--- config.mk ---
export PLATFORM = sky130hd
export DESIGN_NAME = mem_arb
export DESIGN_NICKNAME = d
export VERILOG_FILES = /design/src/hdl/mem_unit_pkg.sv /design/src/hdl/mem_arb.sv
export VERILOG_INCLUDE_DIRS = /design/src /design/src/hdl
export SDC_FILE = /design/constraint.sdc
export NUM_CORES = 1
export LEC_CHECK = 0
export BUFFER_PORTS_ARGS = -buffer_cell sky130_fd_sc_hd__buf_4
export CAP_MARGIN = 20
export CORE_AREA = 2 2 120 122
export DETAILED_ROUTE_END_ITERATION = 6
export DIE_AREA = 0 0 122 124
export SLEW_MARGIN = 20
export SYNTH_ARGS = -nofsm -noshare
export SYNTH_HDL_FRONTEND = slang
export SYNTH_SLANG_ARGS = --single-unit
--- constraint.sdc ---
create_clock -name clk -period 1.44 [get_ports clk]
set_clock_uncertainty 0.05 [all_clocks]
set_input_delay 0.072 -clock clk [delete_from_list [all_inputs] [get_ports clk]]
set_output_delay 0.072 -clock clk [all_outputs]
set_load 0.01 [all_outputs]
--- src/hdl/mem_unit_config.svh ---
`ifndef MEM_UNIT_CONFIG_SVH
`define MEM_UNIT_CONFIG_SVH

// bus widths
`define MEM_ADDR_WIDTH      32
`define MEM_DATA_WIDTH      32
`define MEM_CORE_TAG_WIDTH  4

// scratchpad size in words
`define SMEM_DEPTH          256

// performance counters
`define PERF_CTR_WIDTH      32

// register byte offsets on the wishbone side
`define PERF_REG_CTRL       32'h00
`define PERF_REG_READS      32'h04
`define PERF_REG_WRITES     32'h08
`define PERF_REG_STALLS     32'h0C
`define PERF_REG_LATENCY    32'h10

`endif
--- src/hdl/mem_unit_pkg.sv ---
`default_nettype none

`include "mem_unit_config.svh"

package mem_unit_pkg;

    typedef logic [`MEM_ADDR_WIDTH-1:0]       addr_t;
    typedef logic [`MEM_DATA_WIDTH-1:0]       word_t;
    typedef logic [`MEM_DATA_WIDTH/8-1:0]     byteen_t;
    typedef logic [`MEM_CORE_TAG_WIDTH-1:0]   core_tag_t;
    // core tag with the source bit on top
    typedef logic [`MEM_CORE_TAG_WIDTH:0]     mem_tag_t;
    typedef logic [`PERF_CTR_WIDTH-1:0]       perf_ctr_t;

    typedef struct packed {
        addr_t     addr;
        core_tag_t tag;
    } fetch_req_t;

    typedef struct packed {
        logic      rw;
        byteen_t   byteen;
        addr_t     addr;
        word_t     data;
        core_tag_t tag;
        logic      sm;
    } data_req_t;

    typedef struct packed {
        word_t     data;
        core_tag_t tag;
    } core_rsp_t;

    typedef struct packed {
        logic     rw;
        byteen_t  byteen;
        addr_t    addr;
        word_t    data;
        mem_tag_t tag;
    } mem_req_t;

    typedef struct packed {
        word_t    data;
        mem_tag_t tag;
    } mem_rsp_t;

    typedef struct packed {
        logic enable;
        logic clear;
    } perf_ctrl_t;

endpackage

`default_nettype wire

--- src/hdl/mem_arb.sv ---
`timescale 1ns/100ps
`default_nettype none

`include "mem_unit_config.svh"

module mem_arb import mem_unit_pkg::*; (
    input  wire             clk,
    input  wire             reset,

    // fetch source, read only
    input  wire fetch_req_t fetch_req,
    input  wire             fetch_req_valid,
    output logic            fetch_req_ready,
    output core_rsp_t       fetch_rsp,
    output logic            fetch_rsp_valid,
    input  wire             fetch_rsp_ready,

    // external data source
    input  wire data_req_t  data_req,
    input  wire             data_req_valid,
    output logic            data_req_ready,
    output core_rsp_t       data_rsp,
    output logic            data_rsp_valid,
    input  wire             data_rsp_ready,

    // memory port
    output mem_req_t        mem_req,
    output logic            mem_req_valid,
    input  wire             mem_req_ready,
    input  wire mem_rsp_t   mem_rsp,
    input  wire             mem_rsp_valid,
    output logic            mem_rsp_ready
);

    logic prio_data;
    logic grant_data;
    logic rsp_is_data;

    // data wins when alone or when it holds the priority
    assign grant_data = data_req_valid && (!fetch_req_valid || prio_data);

    assign mem_req_valid   = fetch_req_valid || data_req_valid;
    assign fetch_req_ready = mem_req_ready && !grant_data;
    assign data_req_ready  = mem_req_ready && grant_data;

    always_comb begin
        if (grant_data) begin
            mem_req.rw     = data_req.rw;
            mem_req.byteen = data_req.byteen;
            mem_req.addr   = data_req.addr;
            mem_req.data   = data_req.data;
            mem_req.tag    = {1'b1, data_req.tag};
        end else begin
            // fetch is a plain read
            mem_req.rw     = 1'b0;
            mem_req.byteen = '0;
            mem_req.addr   = fetch_req.addr;
            mem_req.data   = '0;
            mem_req.tag    = {1'b0, fetch_req.tag};
        end
    end

    // pointer moves past the source just served
    always_ff @(posedge clk) begin
        if (reset) begin
            prio_data <= 1'b0;
        end else if (mem_req_valid && mem_req_ready) begin
            prio_data <= !grant_data;
        end
    end

    // top tag bit names the source
    assign rsp_is_data = mem_rsp.tag[`MEM_CORE_TAG_WIDTH];

    assign fetch_rsp_valid = mem_rsp_valid && !rsp_is_data;
    assign data_rsp_valid  = mem_rsp_valid && rsp_is_data;

    assign fetch_rsp.data = mem_rsp.data;
    assign fetch_rsp.tag  = mem_rsp.tag[`MEM_CORE_TAG_WIDTH-1:0];
    assign data_rsp.data  = mem_rsp.data;
    assign data_rsp.tag   = mem_rsp.tag[`MEM_CORE_TAG_WIDTH-1:0];

    assign mem_rsp_ready = rsp_is_data ? data_rsp_ready : fetch_rsp_ready;

endmodule

`default_nettype wire

Word-level counts from Yosys, hierarchy flattened
Index checks and enable logic that the tools add are counted.
W data, S select, Z words.

cells by class
  $add $sub $neg = 0
  multipliers = 0
  divide/modulo/power cells = 0
  $lt $le $gt $ge = 0
  equality and inequality tests = 0
  shifts and indexed selects = 0
  muxes and demuxes = 2
  bitwise gates (word level) = 0
  reduce and logical (&&, ||, !) cells = 11

operators by type and width
  kind                 number
  $mux W74             1
  $logic_and A1 B1 Y1  6
  $logic_not A1 Y1     3
  $logic_or A1 B1 Y1   2
  $mux W1              1

storage, ports and cells
  register bits after elaboration = 1
  bits in latches = 0
  memory bits (writable) = 0
  ROM bits = 0
  bits of input ports = 155
  output and inout port bits = 152
  word-level logic and storage cells = 14
  memories = 0

Longest topological paths before layout
Gate-level depths: netlist of run 1.

  depth after elaboration = 5
  depth in mapped cells = 6
  depth with buffers taken out = 4

Least setup slack after synthesis of run 1
OpenSTA, ideal clock, no wires.

  kind = reg2out
  from = reg prio_data
  to = out mem_req[40] (netlist name)
  arrival = 1.120 ns
  path slack = 0.198 ns
  cell stages (with the launch flop) = 5
  buffers on the path = 2
  cells stage by stage = dfxtp_1 > o21ai_2 > buf_6 > buf_12 > mux2_4

RTL lines
  what                    RTL line       text
  from (decl)             mem_arb.sv:35  logic prio_data;
  from (signal assigned)  mem_arb.sv:68  prio_data <= !grant_data;
  to (decl)               mem_arb.sv:27  output mem_req_t mem_req,

==> results of run 1 <==
## layout by cell type (no fill, tap or decap)
cell type / netlist / layout
sky130_fd_sc_hd__mux2_4: 29 / 31
sky130_fd_sc_hd__inv_1: 1 / 1
sky130_fd_sc_hd__buf_6: 1 / 1
sky130_fd_sc_hd__buf_4: 73 / 199
sky130_fd_sc_hd__dfxtp_1: 1 / 1
sky130_fd_sc_hd__nor2b_1: 1 / 1
sky130_fd_sc_hd__and2_1: 40 / 40
sky130_fd_sc_hd__buf_8: 0 / 1
sky130_fd_sc_hd__o21ai_4: 0 / 1
sky130_fd_sc_hd__mux2_2: 8 / 6
sky130_fd_sc_hd__clkbuf_16: 0 / 2
sky130_fd_sc_hd__a21oi_1: 1 / 1
sky130_fd_sc_hd__a311oi_1: 1 / 1
sky130_fd_sc_hd__buf_12: 3 / 1
sky130_fd_sc_hd__or2_2: 1 / 1
sky130_fd_sc_hd__inv_6: 0 / 1
## routing by layer
metal,track usage,vias up
li1,-,704
met3,0.02289,13
met1,0.04332,678
met4,0.007902,0
met2,0.1215,175
met5,0,-
## power by group through the flow
| stage | registers, W | logic, W | clock network [W] |
|---|---|---|---|
| floorplan | 0.0000318 | 0.000561 | 0 |
| global placement | 0.0000326 | 0.000813 | 0 |
| detailed placement | 0.0000329 | 0.000824 | 0 |
| CTS | 0.0000328 | 0.000831 | 0 |
| global route | 0.0000332 | 0.000921 | 0 |
| finish | 0.0000328 | 0.000863 | 0 |
## worst max path at each step
stage / to / start / cells past startpoint
2_1_floorplan: mem_req[40] / prio_data / 4
3_3_place_gp: mem_req[37] / prio_data / 4
3_5_place_dp: mem_req[1] / prio_data / 4
4_1_cts: mem_req[2] / prio_data / 4
5_1_grt: mem_req[68] / prio_data / 5
6_report: mem_req[1] / prio_data / 5
## stage by stage
stage,TNS (ns),utilization,setup slack (ns)
finish,0,0.1949,0.04135
global route,-0.1264,0.1949,-0.01335
CTS,-0.01988,0.1886,-0.005768
detailed placement,-1.049,0.1879,-0.03595
global placement,0,0.1879,0.01311
floorplan,0,-,0.1984
## final cells by class
class | instances | area share
Inverter | 2 | 0.004679
Multi-Input combinational cell | 82 | 0.3088
Sequential cell | 1 | 0.007487
Tap cell | 180 | 0.08423
Timing Repair Buffer | 204 | 0.5948
## synthesized netlist by cell type
| master | n | share of area |
|---|---|---|
| sky130_fd_sc_hd__buf_4 | 73 | 0.37 |
| sky130_fd_sc_hd__or2_2 | 1 | 0.0042 |
| sky130_fd_sc_hd__and2_1 | 40 | 0.17 |
| sky130_fd_sc_hd__clkbuf_2 | 1 | 0.0034 |
| sky130_fd_sc_hd__inv_2 | 1 | 0.0025 |
| sky130_fd_sc_hd__buf_2 | 1 | 0.0034 |
| sky130_fd_sc_hd__inv_1 | 1 | 0.0025 |
| sky130_fd_sc_hd__a21oi_1 | 1 | 0.0034 |
| sky130_fd_sc_hd__mux2_4 | 29 | 0.30 |
| sky130_fd_sc_hd__dfxtp_1 | 1 | 0.014 |
| sky130_fd_sc_hd__buf_6 | 1 | 0.0076 |
| sky130_fd_sc_hd__mux2_2 | 8 | 0.061 |
| sky130_fd_sc_hd__o21ai_2 | 1 | 0.0059 |
| sky130_fd_sc_hd__buf_12 | 3 | 0.041 |
| sky130_fd_sc_hd__a311oi_1 | 1 | 0.0059 |
| sky130_fd_sc_hd__nor2b_1 | 1 | 0.0042 |
| sky130_fd_sc_hd__clkbuf_1 | 2 | 0.0051 |
## cell families (layout without fill, tap and decap cells)
kind of cell / Yosys count / count (layout) / share of synthesized area
flops: 1 / 1 / 0.01357
mux: 37 / 37 / 0.3562
compound gates: 3 / 3 / 0.01527
buf+inv: 83 / 206 / 0.4368
simple gates: 42 / 42 / 0.1781
## repair_timing
| item | CTS | global route |
|---|---|---|
| setup buffers | 0 | 2 |
| cloned | 0 | 3 |
| setup endpoints to repair | 45 | 24 |
| pin swaps | 1 | 1 |
| gates resized for setup | 3 | 3 |
==> results.txt, run 1 <==
----------------------------------------------------
[Power and ir drop]
  Int Pwr ... 0.0006028 W
  Switching part of the total ... 0.3272
  Leak ... 1.461 nW
  Peak supply drop ... 0.00006744 V
  Combinational fraction of design power ... 0.963
  Sequential cell fraction of total power ... 0.037
  Power dissipated by switching net loads ... 0.0002931 W
  Total Power Consumption ... about 0.00090 W
  PwrDens ... about 340 mW/mm^2
  Clock group share of total power ... 0

[Place]
  Number of cells in the design after placement ... 464
  Post-Place Cell Area ... between 0.002 and 0.003 mm^2
  Weighted congestion at the end of routability-driven global placement ... 0.7384
  Number of buffers added on ports ... 197
  Final HPWL DP ... 4.622 mm

[Timing]
  Slew headroom ... 0.8537
  Slew at the pin closest to its max-slew limit ... 0.2194 ns
  Tightest hold margin ... roughly 0.094 ns
  RSZ-0062 raised after global routing ... yes
  Post-route minimum period ... 1.399 ns
  Highest achievable clock rate ... 715.0 MHz
  Final period util ... 0.9713
  Total setup violations reported at the end of the flow ... 0
  Count of endpoints failing hold in the final timing report ... 0
  Total count of max-transition violations in the final report ... 0

[Worst hold path]
  Cell count of the worst hold path ... 0
  Path type of the worst min-delay path ... input port to primary output
  Worst-case hold path end point ... data_rsp[14]
  Startpoint of the worst hold path ... mem_rsp[15]

[Drt]
  Via count of the routed design ... 1570
  Highest layer used for signal routing ... met4
  DR vias/cell ... between 3 and 4
  Length of the first detailed-routing pass in iterations ... 2
  Routed WL ... 5.749 mm
  Wire per inst ... between 10 and 15 um
  Total met2 wirelength after detailed routing ... 3.258 mm
  Routed met3 length ... 925 um
  Starting DRC count in detailed routing ... 15
  Residual antenna-violating net count after detailed routing ... 0
  Post-route DRC violation count ... 0
  Met1 Routed Length ... ~1.5 mm

[Worst setup path]
  Nature of the critical path startpoint ... flop
  Largest stage delay on the critical path ... 0.32 ns
  Crit-path cells ... o21ai_4 -> buf_4 -> buf_8 -> mux2_4 -> buf_4
  Critical path required time ... 1.32 ns
  Kind of cell with the highest combined delay on the critical path ... buffers and inverters
  Critical path class ... flop to primary output
  R2R depth ... 2
  Arrival time reported for the critical path endpoint ... 1.28 ns
  CP most frequent cell ... sky130_fd_sc_hd__buf_4
  Worst Path Buf+Inv ... 3
  Library cell contributing the largest single delay on the critical path ... sky130_fd_sc_hd__dfxtp_1
  Capture instance of the worst register-to-register path ... prio_data
  Crit Reg-Reg Startpoint ... prio_data
  Register-to-register setup slack ... approximately 0.67 ns
  Sort of element at the end of the critical path ... primary output
  Crit Path Max Fanout ... 9

[Finish]
  Number of fill cells ... 1521
  Area taken by multi-input logic gates ... between 800 and 900 um^2
  Regs by FF count ... prio_data (1)
  Largest register FFs ... 1
  Fraction of final layout cells with drive strength greater than 1 ... 0.8443
  Register area ... 20.02 um^2
  Layout Nets ... roughly 450
  Final design instance area without fill ... 0.002674 mm^2
  Register with the most flip-flops ... prio_data
  Area growth, synth to finish ... 81.25%
  Antenna diode instance count ... 0
  Count of placed standard cells in the final layout, fillers left out ... 469

[Logic synthesis]
  Yosys warning count ... 0
  Nets in the synthesized netlist ... 321
  Netlist area before placement ... 0.001475 mm^2
  Post-Syn Instances ... 166
  Number of flip-flops and latches in the synthesized netlist ... 1
  Post-synthesis sequential area ratio ... 0.01357
  Average instance area after synthesis ... 8.887 um^2
  Post-synth cell types ... 17

[Run]
  Max cap viols ... 0

[Clock tree]
  Worst-Skew Late Latency ... 0 ns
  Clk pin slew, worst setup/hold paths ... 0 ns
  Count of hold-fix buffers inserted at cts ... 0

[Outcome]
  Run status ... complete, no violations

[GRT]
  Vias in the first global route ... 1489
  Overall overflow remaining after global route ... 0
  Overall track demand over capacity in global routing ... 0.05465
  Initial antenna violation count ... 0
  Largest net degree at the start of global routing ... 40
  First-pass GRT wire length ... 6.837 mm

[Die]
  Number of placement rows ... 43
  Die ar. ... about 0.015 mm^2
  Core Footprint ... between 0.01 and 0.015 mm^2
  Starting utilization of the core area ... 0.1075
  Die Span Y ... 124 um
  DIE WIDTH ... 122 um
  Boundary Pins ... 307

----------------------------------------------------
No activity file was read; power rests on OpenSTA's default activity.
==> run 2, diff against run 1 <==
- ABC_CLOCK_PERIOD_IN_PS: not set -> 1440
- SETUP_SLACK_MARGIN: not set -> 0.4
==> results.txt, run 2 (same netlist as run 1, synthesis figures left out) <==
----------------------------------------------------
[Timing]
  Total count of max-transition violations in the final report ... 0
  RSZ-0062 raised after global routing ... yes
  Final period util ... 0.9414
  Slew at the pin closest to its max-slew limit ... around 0.21 ns
  Total setup violations reported at the end of the flow ... 0
  Post-route minimum period ... 1.356 ns
  Total negative slack for setup checks ... 0 ns
  Slew headroom ... 0.8594
  Highest achievable clock rate ... 737.6 MHz
  Count of endpoints failing hold in the final timing report ... 0

[Finish]
  Core Util, Final ... 0.1951
  Register with the most flip-flops ... prio_data
  Fraction of final layout cells with drive strength greater than 1 ... 0.8854
  Regs by FF count ... prio_data (1)
  Layout Nets ... 445
  Number of fill cells ... 1527
  Area growth, synth to finish ... 81.43%
  Antenna diode instance count ... 0
  Register area ... between 20 and 25 um^2
  Top library cells by usage in the layout, fill and taps aside ... 200 x sky130_fd_sc_hd__buf_4, 29 x sky130_fd_sc_hd__and2_1, 29 x sky130_fd_sc_hd__mux2_4
  Most common cell after layout, fill and taps aside ... sky130_fd_sc_hd__buf_4
  Largest register FFs ... 1
  Area taken by multi-input logic gates ... roughly 850 um^2
  Final design instance area without fill ... 0.002676 mm^2

[Worst setup path]
  Crit-path cells ... o21ai_4 -> buf_12 -> mux2_2 -> buf_4
  Arrival time reported for the critical path endpoint ... 1.23 ns
  Sort of element at the end of the critical path ... primary output
  Largest stage delay on the critical path ... 0.36 ns
  Critical path required time ... 1.32 ns
  Library cell contributing the largest single delay on the critical path ... sky130_fd_sc_hd__mux2_2
  Nature of the critical path startpoint ... flop
  Crit Path Max Fanout ... 27
  Crit Reg-Reg Startpoint ... prio_data
  Crit. Startpoint ... prio_data
  Critical path class ... flop to primary output

[Clock tree]
  Worst-Skew Late Latency ... 0 ns
  Count of hold-fix buffers inserted at cts ... 0
  Clk pin slew, worst setup/hold paths ... 0 ns

[Die]
  Core Footprint ... 0.01372 mm^2
  Starting utilization of the core area ... 0.1075
  Die Span Y ... 124 um
  Boundary Pins ... roughly 310
  Number of placement rows ... 43
  Die ar. ... 0.01513 mm^2
  DIE WIDTH ... 122 um

[GRT]
  First-pass GRT wire length ... 8.307 mm
  Overall track demand over capacity in global routing ... 0.07027
  Top Usage Layer GRT ... met2
  Initial antenna violation count ... 0
  Fraction of met3 tracks used by global routing ... 0.01923
  Met1 layer usage reported by global route ... 0.07296
  Global routing usage on met2 ... 0.1442
  Largest net degree at the start of global routing ... 40
  Vias in the first global route ... 1557
  Overall overflow remaining after global route ... 0

[Worst hold path]
  Startpoint of the worst hold path ... mem_rsp[18]
  Path type of the worst min-delay path ... input port to primary output

[Drt]
  Wire per inst ... 13.76 um
  Routed WL ... 6.439 mm
  Length of the first detailed-routing pass in iterations ... 4
  Residual antenna-violating net count after detailed routing ... 0
  DR vias/cell ... about 3.3
  Post-route DRC violation count ... 0
  Starting DRC count in detailed routing ... 18
  Via count of the routed design ... 1527

[Power and ir drop]
  Leak ... roughly 1.5 nW
  Peak supply drop ... 0.00006105 V
  PwrDens ... 344.3 mW/mm^2
  Total Power Consumption ... 0.0009214 W

[Place]
  Final HPWL DP ... about 5.7 mm
  Post-Place Cell Area ... 0.002606 mm^2
  Weighted congestion at the end of routability-driven global placement ... 0.6564
  Number of buffers added on ports ... 197

[Outcome]
  Run status ... complete, no violations

[Run]
  Max cap viols ... 0

----------------------------------------------------
==> run 2: cell count changes in the layout (fill, tap and decap cells not counted), sizes merged <==
cell,previous run,this run
clkbuf,2,0
buf,202,203
==> run 2: timing repair <==
| item | in CTS | in global routing |
|---|---|---|
| setup buffers | 3 | 0 |
| gates resized for setup | 7 | 0 |
| endpoints found under the setup margin | 76 | 76 |
| gates cloned | 1 | 0 |
==> run 2: worst max-delay path, delay by kind of cell (launching register included) <==
kind | cells | cell delay (ns)
compound gates | 1 | 0.17
mux | 1 | 0.36
buf+inv | 2 | 0.37
flops | 1 | 0.32
==> run 2: worst paths after layout <==
path                            slack (ns)            to  cells after the start
worst min-delay path                  0.09  data_rsp[17]                      0
worst max register to register        0.71     prio_data                      2
worst max-delay path                  0.08   mem_req[39]                      4
worst min register to register        0.43     prio_data                      1
==> run 2: layout make-up <==
type | count | area share
multi-input cells | 82 | 0.3160
inverters | 2 | 0.007480
flip-flops and latches | 1 | 0.007948
repair buffers | 203 | 0.5844
well taps | 180 | 0.08415
==> run 2: where the power goes <==
group / switching, W / internal (W) / total, W
Clock: 0 / 0 / 0
Combinational: 0.000311 / 0.000577 / 0.000888
Sequential: 0.00000239 / 0.0000307 / 0.0000331
Total: 0.000314 / 0.000608 / 0.000921
==> run 2: layer usage <==
layer  vias up  routed length [um]
li1        701                   -
met1       676                2051
met2       142                3439
met3         8                 909
met4         0                  38
met5         -                   0
==> run 2: metrics by stage <==
stage                     worst slack, ns  hold slack (ns)  std cells
after floorplan                    0.2243          0.09255        166
after global placement            0.08262          0.09410        464
after detailed placement          0.06577          0.09410        464
after CTS                         0.08060          0.09410        468
after global routing              0.03407          0.09402        468
final                             0.08433          0.09400        468
==> run 3, diff against run 2 <==
- ABC_CLOCK_PERIOD_IN_PS: 1440 -> 1600
- CORE_AREA: 2 2 120 122 -> 2 2 119 121
- DIE_AREA: 0 0 122 124 -> 0 0 121 123
- PLACE_DENSITY: not set -> 0.5
- clock period: 1.44 -> 1.6 ns (I/O delays scaled with it)
==> results.txt, run 3 (same netlist as run 1, synthesis figures left out) <==
----------------------------------------------------
[Outcome]
  Run status ... complete, no violations

[Drt]
  Length of the first detailed-routing pass in iterations ... 4
  Wire per inst ... 13.29 um
  DR vias/cell ... around 3.3
  Routed WL ... 6.300 mm
  Via count of the routed design ... 1546
  Starting DRC count in detailed routing ... 8
  Residual antenna-violating net count after detailed routing ... 0
  Post-route DRC violation count ... 0

[GRT]
  Met1 layer usage reported by global route ... 0.07224
  Top Usage Layer GRT ... met2
  Overall track demand over capacity in global routing ... 0.06839
  Fraction of met3 tracks used by global routing ... 0.02168
  Initial antenna violation count ... 0
  Largest net degree at the start of global routing ... 20
  Overall overflow remaining after global route ... 0
  First-pass GRT wire length ... 7.900 mm
  Vias in the first global route ... 1479
  Global routing usage on met2 ... 0.1352

[Timing]
  Slew at the pin closest to its max-slew limit ... ~0.22 ns
  Total setup violations reported at the end of the flow ... 0
  Total negative slack for setup checks ... 0 ns
  RSZ-0062 raised after global routing ... yes
  Tightest hold margin ... 0.1100 ns
  Count of endpoints failing hold in the final timing report ... 0
  Post-route minimum period ... roughly 1.4 ns
  Slew headroom ... 0.8533
  Total count of max-transition violations in the final report ... 0
  Highest achievable clock rate ... 730.8 MHz
  Final period util ... 0.8553

[Worst hold path]
  Worst-case hold path end point ... data_rsp[7]
  Cell count of the worst hold path ... 0
  Path type of the worst min-delay path ... input port to primary output
  Startpoint of the worst hold path ... mem_rsp[8]

[Place]
  Final HPWL DP ... 4.765 mm
  Number of buffers added on ports ... 197
  Weighted congestion at the end of routability-driven global placement ... 0.7417

[Die]
  Die ar. ... 0.01488 mm^2
  Die Span Y ... 123 um
  Core Footprint ... 0.01361 mm^2
  DIE WIDTH ... 121 um
  Starting utilization of the core area ... 0.1084
  Boundary Pins ... 307
  Number of placement rows ... 43

[Worst setup path]
  R2R depth ... 3
  Capture instance of the worst register-to-register path ... prio_data
  Crit Reg-Reg Startpoint ... prio_data
  Register-to-register setup slack ... 0.76 ns
  Arrival time reported for the critical path endpoint ... 1.24 ns
  Sort of element at the end of the critical path ... primary output
  Critical path required time ... between 1 and 1.5 ns
  Critical path class ... flop to primary output
  Crit Path Max Fanout ... 9
  Nature of the critical path startpoint ... flop

[Finish]
  Fraction of final layout cells with drive strength greater than 1 ... 0.9184
  Most common cell after layout, fill and taps aside ... sky130_fd_sc_hd__buf_4
  Antenna diode instance count ... 0
  Layout Nets ... around 450
  Number of fill cells ... 1501
  Top library cells by usage in the layout, fill and taps aside ... 164 x sky130_fd_sc_hd__buf_4, 36 x sky130_fd_sc_hd__mux2_4, 35 x sky130_fd_sc_hd__buf_6
  Register area ... 21.27 um^2
  Regs by FF count ... prio_data (1)
  Area taken by multi-input logic gates ... 894.6 um^2
  Largest register FFs ... 1
  Register with the most flip-flops ... prio_data
  Area growth, synth to finish ... 103.1%

[Power and ir drop]
  Peak supply drop ... 0.0002058 V
  Leak ... between 1.5 and 2 nW
  PwrDens ... 315.7 mW/mm^2

[Clock tree]
  Worst-Skew Late Latency ... 0 ns
  Clk pin slew, worst setup/hold paths ... 0 ns

[Run]
  Max cap viols ... 0

----------------------------------------------------
==> run 3: cell count changes in the layout (fill, tap and decap cells not counted) <==
cell | previous run | this run
sky130_fd_sc_hd__and2_1 | 29 | 20
sky130_fd_sc_hd__inv_6 | 0 | 2
sky130_fd_sc_hd__buf_6 | 0 | 35
sky130_fd_sc_hd__mux2_2 | 8 | 1
sky130_fd_sc_hd__buf_16 | 1 | 3
sky130_fd_sc_hd__inv_16 | 0 | 1
sky130_fd_sc_hd__clkbuf_16 | 0 | 2
sky130_fd_sc_hd__mux2_4 | 29 | 36
sky130_fd_sc_hd__buf_12 | 1 | 2
sky130_fd_sc_hd__buf_8 | 1 | 0
sky130_fd_sc_hd__and2_4 | 11 | 20
sky130_fd_sc_hd__buf_4 | 200 | 164
==> run 3: worst max-delay path by stage <==
| stage | start | end | slack (ns) | cells past startpoint |
|---|---|---|---|---|
| 2_1_floorplan | prio_data | mem_req[40] | 0.38 | 4 |
| 3_3_place_gp | prio_data | mem_req[2] | 0.16 | 4 |
| 3_5_place_dp | prio_data | mem_req[2] | 0.14 | 4 |
| 4_1_cts | prio_data | mem_req[64] | 0.17 | 5 |
| 5_1_grt | prio_data | mem_req[64] | 0.20 | 5 |
| 6_report | prio_data | mem_req[64] | 0.23 | 5 |
==> run 3: where the power goes <==
part	internal, W	leakage [nW]	total, W	switching (W)
logic	0.000608	1.61	0.000917	0.000309
registers	0.0000277	0.00861	0.0000293	0.00000166
clock network	0	0	0	0
total	0.000635	1.61	0.000946	0.000311
==> run 3: cell type report <==
type | instances | share of cell area
repair buffers | 206 | 0.6000
multi-input cells | 82 | 0.2985
well taps | 180 | 0.07516
repair inverters | 3 | 0.01127
inverters | 2 | 0.007933
flip-flops and latches | 1 | 0.007098
==> run 3: layer usage <==
metal | up-vias | wire [um]
met4 | 0 | 51
met3 | 13 | 885
met1 | 658 | 2153
li1 | 719 | -
met5 | - | 0
met2 | 156 | 3210
==> run 3: worst max-delay path, cell delays in order (launching register included) <==
cell                      delay (ns)
sky130_fd_sc_hd__dfxtp_2        0.31
sky130_fd_sc_hd__o21ai_4        0.14
sky130_fd_sc_hd__buf_12         0.17
sky130_fd_sc_hd__buf_16         0.16
sky130_fd_sc_hd__mux2_4         0.31
sky130_fd_sc_hd__buf_4          0.14
==> run 3: timing repair <==
item	CTS	global route
hold buffers	0	0
setup buffers	3	0
cloned	5	3
setup endpoints to repair	74	75
resized for setup	53	21
pin swaps	5	1
endpoints found under the hold margin	0	0
==> run 3: stage by stage <==
step	setup slack, ns	utilization	power, W	area [um^2]	cells
floorplan	0.3763	-	0.0005342	1476	166
CTS	0.1707	0.2099	0.0009044	2856	471
global route	0.1992	0.2201	0.001002	2997	474
detailed placement	0.1363	0.1889	0.0007802	2571	463
global placement	0.1622	0.1889	0.0007720	2571	463
finish	0.2316	0.2201	0.0009460	2997	474
